`src/hw/ras_settings.svh`:
```
`ifndef RAS_SETTINGS_SVH
`define RAS_SETTINGS_SVH

// width of pc, link and predicted target addresses
`define RAS_XLEN 32

// number of return address entries
// must be a power of two, 2 or more, so the pointer wraps cleanly
`define RAS_DEPTH 16

`endif

```
`src/hw/ras_pkg.sv`:
```
`include "ras_settings.svh"

package ras_pkg;

	// pc, link address and predicted return target
	typedef logic [`RAS_XLEN-1:0] addr_t;

	// architectural register number, x0 to x31
	typedef logic [4:0] reg_index_t;

	// major opcodes the predictor cares about
	// everything else decodes to OP_OTHER
	typedef enum logic [6:0] {
		OP_LUI    = 7'b0110111,
		OP_AUIPC  = 7'b0010111,
		OP_JAL    = 7'b1101111,
		OP_JALR   = 7'b1100111,
		OP_BRANCH = 7'b1100011,
		OP_OTHER  = 7'b0000000
	} opcode_t;

	// stack pointer, wraps around the circular array
	typedef logic [$clog2(`RAS_DEPTH)-1:0] depth_t;

	// entry counter, one bit wider so a full stack is representable
	typedef logic [$clog2(`RAS_DEPTH):0] count_t;

endpackage

```
`src/hw/jump_decode.sv`:
```
module jump_decode
	import ras_pkg::*;
(
	input logic clk,
	input logic reset,

	input logic instr_valid,
	input logic [31:0] instr,
	input addr_t pc,

	// instruction kind, all low for an invalid slot
	output logic branch,
	output logic jump,
	output logic jalr,
	// jalr target made deterministic by a preceding lui/auipc
	output logic jalr_fold,

	output reg_index_t rs1_index,
	output reg_index_t rd_index,

	// return address a call would push
	output addr_t link_address
);

	opcode_t kind;
	logic is_upper;

	// fold memory
	// set when the last valid instruction was lui/auipc writing a real register
	logic upper_valid;
	reg_index_t upper_rd;

	// map the raw opcode onto the kinds we track
	always_comb begin
		case (instr[6:0])
			OP_LUI: begin
				kind = OP_LUI;
			end
			OP_AUIPC: begin
				kind = OP_AUIPC;
			end
			OP_JAL: begin
				kind = OP_JAL;
			end
			OP_JALR: begin
				kind = OP_JALR;
			end
			OP_BRANCH: begin
				kind = OP_BRANCH;
			end
			default: begin
				kind = OP_OTHER;
			end
		endcase
	end

	// register fields sit at the same bits in every format we use
	// jal has no rs1, but control only reads rs1 for jalr
	assign rs1_index = instr[19:15];
	assign rd_index = instr[11:7];

	// call return address, next sequential instruction
	assign link_address = pc + addr_t'(4);

	// kind outputs qualified by valid
	assign branch = instr_valid && (kind == OP_BRANCH);
	assign jalr = instr_valid && (kind == OP_JALR);
	// jal and jalr both count as jumps
	assign jump = instr_valid && ((kind == OP_JAL) || (kind == OP_JALR));

	// lui/auipc into x0 writes nothing, so it cannot feed a jalr
	assign is_upper = ((kind == OP_LUI) || (kind == OP_AUIPC)) && (rd_index != 5'd0);

	// jalr reading the register the previous upper-immediate wrote
	// has a target known at decode, no speculation needed
	assign jalr_fold = jalr && upper_valid && (rs1_index == upper_rd);

	// any valid instruction replaces the fold memory,
	// so only the immediately preceding instruction can fold
	always_ff @(posedge clk) begin
		if (!reset) begin
			upper_valid <= 1'b0;
			upper_rd <= '0;
		end else if (instr_valid) begin
			upper_valid <= is_upper;
			upper_rd <= rd_index;
		end
	end

endmodule

```
`src/hw/ras_control.sv`:
```
// link register hints from the unprivileged spec
// x1 and x5 act as link registers
//
// jal  : push when rd is a link register
// jalr :
//   rd link  rs1 link  rd == rs1   action
//   no       no        -           none
//   no       yes       -           pop
//   yes      no        -           push
//   yes      yes       no          pop then push
//   yes      yes       yes         push
module ras_control
	import ras_pkg::*;
(
	input logic branch,
	input logic jump,
	input logic jalr,
	input logic jalr_fold,

	// misprediction or trap this cycle
	input logic exception,

	input reg_index_t rs1_index,
	input reg_index_t rd_index,

	output logic push,
	output logic pop,
	output logic checkpoint,
	output logic restore_checkpoint
);

	logic rd_link;
	logic rs1_link;
	logic push_hint;
	logic pop_hint;
	logic spec_point;

	// x1 or x5
	assign rd_link = (rd_index == 5'd1) || (rd_index == 5'd5);
	assign rs1_link = (rs1_index == 5'd1) || (rs1_index == 5'd5);

	// every jump that writes a link register is a call
	assign push_hint = jump && rd_link;

	// jalr through a link register returns,
	// unless it writes that same register back (coroutine style push only)
	assign pop_hint = jalr && rs1_link && (!rd_link || (rd_index != rs1_index));

	// conditional branch or a jalr whose target is still a guess
	assign spec_point = branch || (jalr && !jalr_fold);

	// wrong path work this cycle is dropped,
	// and the stack rolls back to the last checkpoint
	assign push = push_hint && !exception;
	assign pop = pop_hint && !exception;
	assign checkpoint = spec_point && !exception;
	assign restore_checkpoint = exception;

endmodule

```
`src/hw/return_address_stack.sv`:
```
`include "ras_settings.svh"

module return_address_stack
	import ras_pkg::*;
(
	input logic clk,
	input logic reset,

	input addr_t address_in,

	// both set means pop first, then push into the freed slot
	input logic push,
	input logic pop,

	// save pointer and count before a speculative point
	input logic checkpoint,
	// roll back, takes priority over checkpoint
	input logic restore_checkpoint,

	// top of stack, predicted return target
	output addr_t address_out,

	output logic empty,
	output logic full,
	// valid entries behind the pointer
	output count_t n_entries
);

	addr_t stack [`RAS_DEPTH];

	// pointer to the next free slot
	depth_t sp;
	// slot holding the top entry
	depth_t sp_top;
	depth_t sp_cp;
	count_t count_cp;

	assign sp_top = sp - depth_t'(1);

	assign empty = (n_entries == '0);
	assign full = (n_entries == count_t'(`RAS_DEPTH));

	// before this cycle's update
	assign address_out = stack[sp_top];

	always_ff @(posedge clk) begin
		if (!reset) begin
			stack <= '{default: '0};
			sp <= '0;
			sp_cp <= '0;
			n_entries <= '0;
			count_cp <= '0;
		end else begin
			// array contents
			// pop+push replaces the top in place
			if (push && pop) begin
				stack[sp_top] <= address_in;
			end else if (pop) begin
				stack[sp_top] <= '0;
			end else if (push) begin
				stack[sp] <= address_in;
			end

			// pointer and counter
			if (restore_checkpoint) begin
				sp <= sp_cp;
				n_entries <= count_cp;
			end else begin
				// snapshot the state before this cycle's push/pop
				if (checkpoint) begin
					sp_cp <= sp;
					count_cp <= n_entries;
				end

				if (push && pop) begin
					// an empty stack just gained the overwritten slot
					if (empty) begin
						n_entries <= n_entries + count_t'(1);
					end
				end else if (pop) begin
					sp <= sp_top;
					// underflow keeps the count at zero
					if (!empty) begin
						n_entries <= n_entries - count_t'(1);
					end
				end else if (push) begin
					// wraps and overwrites the oldest entry when full
					sp <= sp + depth_t'(1);
					if (!full) begin
						n_entries <= n_entries + count_t'(1);
					end
				end
			end
		end
	end

endmodule

```
`src/hw/ras_unit.sv`:
```
module ras_unit
	import ras_pkg::*;
(
	input logic clk,
	input logic reset,

	// one instruction per cycle from fetch
	input logic instr_valid,
	input logic [31:0] instr,
	input addr_t pc,

	// misprediction or trap, rolls the stack back
	input logic exception,

	// this instruction is a return, use ret_target
	output logic ret_predict,
	output addr_t ret_target,

	output logic ras_empty,
	output logic ras_full,
	output count_t ras_entries
);

	// decoded fields
	logic branch;
	logic jump;
	logic jalr;
	logic jalr_fold;
	reg_index_t rs1_index;
	reg_index_t rd_index;
	addr_t link_address;

	// stack commands
	logic push;
	logic pop;
	logic checkpoint;
	logic restore_checkpoint;

	jump_decode decode_i (
		.clk(clk),
		.reset(reset),
		.instr_valid(instr_valid),
		.instr(instr),
		.pc(pc),
		.branch(branch),
		.jump(jump),
		.jalr(jalr),
		.jalr_fold(jalr_fold),
		.rs1_index(rs1_index),
		.rd_index(rd_index),
		.link_address(link_address)
	);

	ras_control control_i (
		.branch(branch),
		.jump(jump),
		.jalr(jalr),
		.jalr_fold(jalr_fold),
		.exception(exception),
		.rs1_index(rs1_index),
		.rd_index(rd_index),
		.push(push),
		.pop(pop),
		.checkpoint(checkpoint),
		.restore_checkpoint(restore_checkpoint)
	);

	return_address_stack stack_i (
		.clk(clk),
		.reset(reset),
		.address_in(link_address),
		.push(push),
		.pop(pop),
		.checkpoint(checkpoint),
		.restore_checkpoint(restore_checkpoint),
		.address_out(ret_target),
		.empty(ras_empty),
		.full(ras_full),
		.n_entries(ras_entries)
	);

	// a pop is exactly a predicted return, already masked by exception
	assign ret_predict = pop;

endmodule

```
`config.mk`:
```
export PLATFORM = sky130hd
export DESIGN_NAME = ras_unit
export DESIGN_NICKNAME = d
export VERILOG_FILES = /design/src/hw/ras_pkg.sv /design/src/hw/jump_decode.sv /design/src/hw/ras_control.sv /design/src/hw/return_address_stack.sv /design/src/hw/ras_unit.sv
export VERILOG_INCLUDE_DIRS = /design/src /design/src/hw
export SDC_FILE = /design/constraint.sdc
export NUM_CORES = 2
export LEC_CHECK = 0
export BUFFER_PORTS_ARGS = -buffer_cell sky130_fd_sc_hd__buf_4
export CAP_MARGIN = 10
export CORE_MARGIN = 2
export CORE_UTILIZATION = 40
export CTS_CLUSTER_SIZE = 25
export DETAILED_ROUTE_END_ITERATION = 12
export GPL_ROUTABILITY_DRIVEN = 0
export PLACE_DENSITY = 0.67
export REMOVE_ABC_BUFFERS = 1
export SETUP_SLACK_MARGIN = 0.2
export SYNTH_ARGS = -nofsm -noshare
export SYNTH_HDL_FRONTEND = slang
export SYNTH_HIERARCHICAL = 1
export SYNTH_SLANG_ARGS = --single-unit
export TNS_END_PERCENT = 10
```
`constraint.sdc`:
```
create_clock -name clk -period 3.8 [get_ports clk]
set_input_delay 0.19 -clock clk [delete_from_list [all_inputs] [get_ports clk]]
set_output_delay 0.19 -clock clk [all_outputs]
set_load 0.05 [all_outputs]
```
* Word-level counts from Yosys, hierarchy flattened *
Cells that the tools add are included.

word-level totals
  output and inout port bits = 40
  bits of input ports = 68
  register bits after elaboration = 536
  logic and storage cells = 114

cells by class
  mux-type cells = 24
  bitwise operators = 5
  eq/ne operators = 21
  reductions and logical operators = 33
  $add $sub $neg = 5
  $lt $le $gt $ge = 4

operators with widths
  cell                                                                          count
  512-bit 2-to-1 mux                                                            3
  512-bit bitwise mux                                                           2
  512-bit bitwise AND                                                           1
  512-bit NOT                                                                   1
  32-bit demux with 4-bit select                                                2
  32-bit binary-select mux with 4-bit select                                    1
  32-bit 2-to-1 mux                                                             4
  7-bit == test, second input constant                                          6
  5-bit 2-to-1 mux                                                              7
  7-bit case mux with 5 select lines                                            1
  32-bit by 3-bit adder with 32-bit output, second input constant               1
  1-bit logical AND                                                             16
  4-bit 2-to-1 mux                                                              4
  7-bit by 5-bit == test with 1-bit output, second input constant               2
  7-bit by 6-bit == test with 1-bit output, second input constant               2
  5-bit by 1-bit == test with 1-bit output, second input constant               2
  5-bit by 3-bit == test with 1-bit output, second input constant               2
  5-bit greater-or-equal comparator, second input constant                      2
  5-bit by 1-bit less-than comparator with 1-bit output, second input constant  2
  4-bit NOT with 5-bit output                                                   2
  1-bit logical OR                                                              6
  3-bit nonzero test                                                            2
  5-bit by 1-bit adder with 5-bit output, second input constant                 1
  5-bit == test                                                                 1
  16 further kinds                                                              19

* Longest topological paths before layout *
  word-level depth = 11
  gate-level depth with buffers = 14
  depth with buffers taken out = 10

* Cells and area by module *
The synthesis kept the hierarchy.

by module, submodules not included
  module                seq. area each (µm²)  times used  area an instance (µm²)  cells each
  return_address_stack  10610.2               1           22630.5                 2033
  jump_decode           120.1                 1           1097.3                  136
  ras_control           0.0                   1           72.6                    10

* Least setup slack after synthesis *
Ideal clock, no wire load.

  path type = reg2out
  from = reg stack_i.sp[0]
  to = out ret_target[15]
  stages on the path, launching flop included = 10
  arrival = 3357 ps
  buffers on the path = 5
  path slack = 253 ps
  required time = 3610 ps
  path through = dfxtp_1 > buf_2 > buf_4 > buf_4 > buf_2 > inv_1 > ha_1 > clkbuf_1 > mux4_2 > mux4_2

between the ends
  word-level cells in the longest chain between the ends = 5

RTL lines
  element                                                line                        source
  start, declared                                        return_address_stack.sv:32  depth_t sp;
  start signal, assigned                                 return_address_stack.sv:66  sp <= sp_cp;
  start signal, assigned                                 return_address_stack.sv:81  sp <= sp_top;
  start signal, assigned                                 return_address_stack.sv:88  sp <= sp + depth_t'(1);
  4-bit by 1-bit subtractor with 4-bit output            return_address_stack.sv:38  assign sp_top = sp - depth_t'(1);
  4-bit NOT with 5-bit output (not written as such)      return_address_stack.sv:44  assign address_out = stack[sp_top];
  32-bit binary-select mux with 4-bit select             return_address_stack.sv:44
  32-bit 2-to-1 mux (not written as such) (2 in series)  return_address_stack.sv:44
  end, declared                                          ras_unit.sv:17              output addr_t ret_target,

No other way between the ends. The select of a mux whose other input is x is not followed.

* Worst setup path in the final report *
  from = reg stack_i.sp[0]
  to = out ret_target[25]

The elaborated chain is that of the path after synthesis.

==> run metrics <==
vias in the first global route=20.2k; #FFs+latches synth=536; Final HPWL DP=47000 µm; DR vias=20.1k; antenna fix cells=0; Via density=6.67; core area=0.0589 mm²; fillers=5151; highest clock rate=287 MHz; Syn Area/Cell=10.9 µm²; pre-CTS setup slack=0.279 ns; Max VDD drop=0.000358 V; Starting Density=0.404; largest net degree at the start of global routing=92; outcome=complete, no violations; Hold Crit Endpoint=stack_i/stack[145]; Final Cycle Share=0.917; Arr. time, crit path=3.30 ns; Final Total Pwr=11.7 mW; die area=0.0615 mm²; total wire length=83700 µm; Post-synth ARST share=0; Slew Viols, Final=0; sequential-to-total area share from yosys stat=0.451; insertion delay to the later sink of the worst-skew pair=0.63 ns; area occupied by multi-input gates=0.0122 mm²; DRC=0; most common cell in the netlist=dfxtp_1; Clock Skew=0.0396 ns; Worst Reg2Reg Path Length in Cells=9; met1 Resource Use GR=0.350; Worst Hold Launch=pc[17]; worst rel slew slack=0.187; Synth area leaders=dfxtp_1 45%, mux4_2 15%, o2bb2ai_1 9.1%, a32o_1 3.7%, nand2_1 3.2%; reg-to-reg startpoint=stack_i/sp[0]; H-tree depth=2; Synth top area share=0.451; first-pass GRT wire length=126000 µm; largest area contributor in the netlist=dfxtp_1; initial antenna violation count=1; Req. time, crit path=3.61 ns; Post-synth EDFFs=0; CTS clock-pin slew for the worst setup and hold paths=0.06 ns; sequential cell area=0.0107 mm²; crit path max fanout=10; drt wl/cell=27.8 µm; root buf cell=clkbuf_16; M3 GR Usage=0.0524; Die Ht=248 µm; Pwr Density=420 mW/mm²; Port Buffer Count=92; Yosys warning total=6; hold crit path type=in -> reg; most common library cells after synthesis=536 x dfxtp_1, 248 x o2bb2ai_1, 201 x nand2_1; GR peak layer=met2; CP endpoint kind=output port; PnR worst setup slack=0.314 ns; CTS buffer count=55; post-route minimum period=3.49 ns; total negative slack=0 ns; worst-margin pin slew=1.22 ns; static leakage=9.25 nW; hold path depth=5; max-cap violation count=0; total gr overflow=0; crit start category=flip-flop; Synth cell types=85; global-route usage over all layers=0.270; Final ANT Viol Nets=0; Synth Flop Type=dfxtp_1; Initial DRT Pass Iterations=5; CP Class=reg -> out; Final Hold Fails=0; CTS Sinks=536; CTS tree=done; Post-Synthesis Cells=2179; Row Count=89; final net count=2274; CTS max path bufs=3; cell area after synthesis=0.0238 mm²; met2 GRT Util=0.430; layout cells sized above 1=0.230; IO Pins=108; reg-to-reg setup timing slack=0.45 ns; number of DRC markers in iteration 0=2467; RSZ-0062 raised after global routing=false; area grow syn2layout=16.5%; Die X=248 µm; reg2reg end=stack_i/stack[250]; setup violators final=0
## through the flow
step / hold WS [ns] / util / area (µm²) / instances
final: 0.0946 / 0.471 / 27700 / 3007
after global routing: 0.121 / 0.471 / 27700 / 3007
after global placement: 0.435 / 0.438 / 25800 / 2897
after floorplan: 0.294 / - / 22600 / 1925
after detailed placement: 0.441 / 0.438 / 25800 / 2897
after CTS: 0.0750 / 0.471 / 27700 / 3007
## report_power, final
| part | switching [mW] | internal (mW) | leakage [nW] |
|---|---|---|---|
| clock network | 2.30 | 3.07 | 0.888 |
| registers | 0.00431 | 5.62 | 4.32 |
| logic | 0.467 | 0.200 | 4.05 |
| total | 2.77 | 8.89 | 9.25 |
## sequential cells by signal, summed over array words and instances, names as in the netlist
name	cells
stack_i/stack	512
decode_i/upper_rd	5
stack_i/count_cp	5
stack_i/n_entries	5
stack_i/sp	4
stack_i/sp_cp	4
decode_i/upper_valid	1
## how the worst max path moves through the flow
stage,startpoint,end,slack [ns],cells after the start
floorplan,stack_i/sp[0],ret_target[14],-6.75,4
global placement,instr[4],stack_i/stack[215],0.27,12
global route,stack_i/sp[0],ret_target[25],0.22,7
detailed placement,instr[4],stack_i/stack[221],0.28,12
CTS,stack_i/sp[0],ret_target[26],0.26,7
finish,stack_i/sp[0],ret_target[25],0.31,7
## cells in the final DEF (no fill, tap or decap), types with 8 or more instances in the layout
cell type	n
dfxtp_1	535
o2bb2ai_1	248
nand2_1	201
buf_4	170
mux4_2	160
a21oi_1	110
a32o_1	87
nor2_1	74
clkbuf_16	55
a22oi_1	55
nand3_1	53
a22o_1	49
o21ai_0	48
buf_12	28
xor2_1	23
nor3_1	23
xnor2_1	17
dlygate4sd3_1	16
clkbuf_8	15
inv_1	15
a31oi_1	15
clkinv_2	12
nand4_1	12
nor2b_1	12
a21oi_4	12
and2_1	11
and3_1	10
mux2i_1	10
nand2b_1	9
ha_1	8
## critical path: stages (launching register included)
cell and delay, ns:
dfxtp_4 0.42, inv_1 0.14, ha_1 0.34, nor2b_2 0.26, nor2_4 0.38, buf_4 0.34, mux4_2 0.58, buf_4 0.22
## layout make-up
class	count	share of cell area
timing repair buffer	215	0.0724
sequential	536	0.387
tap	773	0.0349
clock buffer	77	0.0580
clock inverter	17	0.00627
inverter	18	0.00253
multi-input combinational	1371	0.439
## per-layer routing
layer / share of wire / routed length [µm] / vias to the layer above
li1: - / - / 8411
met1: 0.39 / 32900 / 10027
met2: 0.45 / 38100 / 1339
met3: 0.11 / 8870 / 272
met4: 0.046 / 3870 / 2
met5: 0.00016 / 13 / -
## cells by family (layout without fill, tap and decap cells)
family                   count (synthesis)  count (layout)  share of synthesized area
flip-flops                             536             536                      0.451
AND/OR/NAND/NOR                        465             465                     0.0961
buffers and inverters                  272             327                     0.0519
multiplexers                           172             172                      0.157
adder cells (fa/ha/maj)                  9               9                    0.00473
AO/OA/AOI/OAI                          684             684                      0.225
XOR/XNOR                                41              41                     0.0151
## timing repair
item | in CTS | in global routing
hold endpoints to repair | 35 | 0
endpoints found under the setup margin | 0 | 8
hold buffers | 16 | 0
gates resized for setup | 0 | 1
buffers inserted | 0 | 0
(Power assumes the default switching activity.)
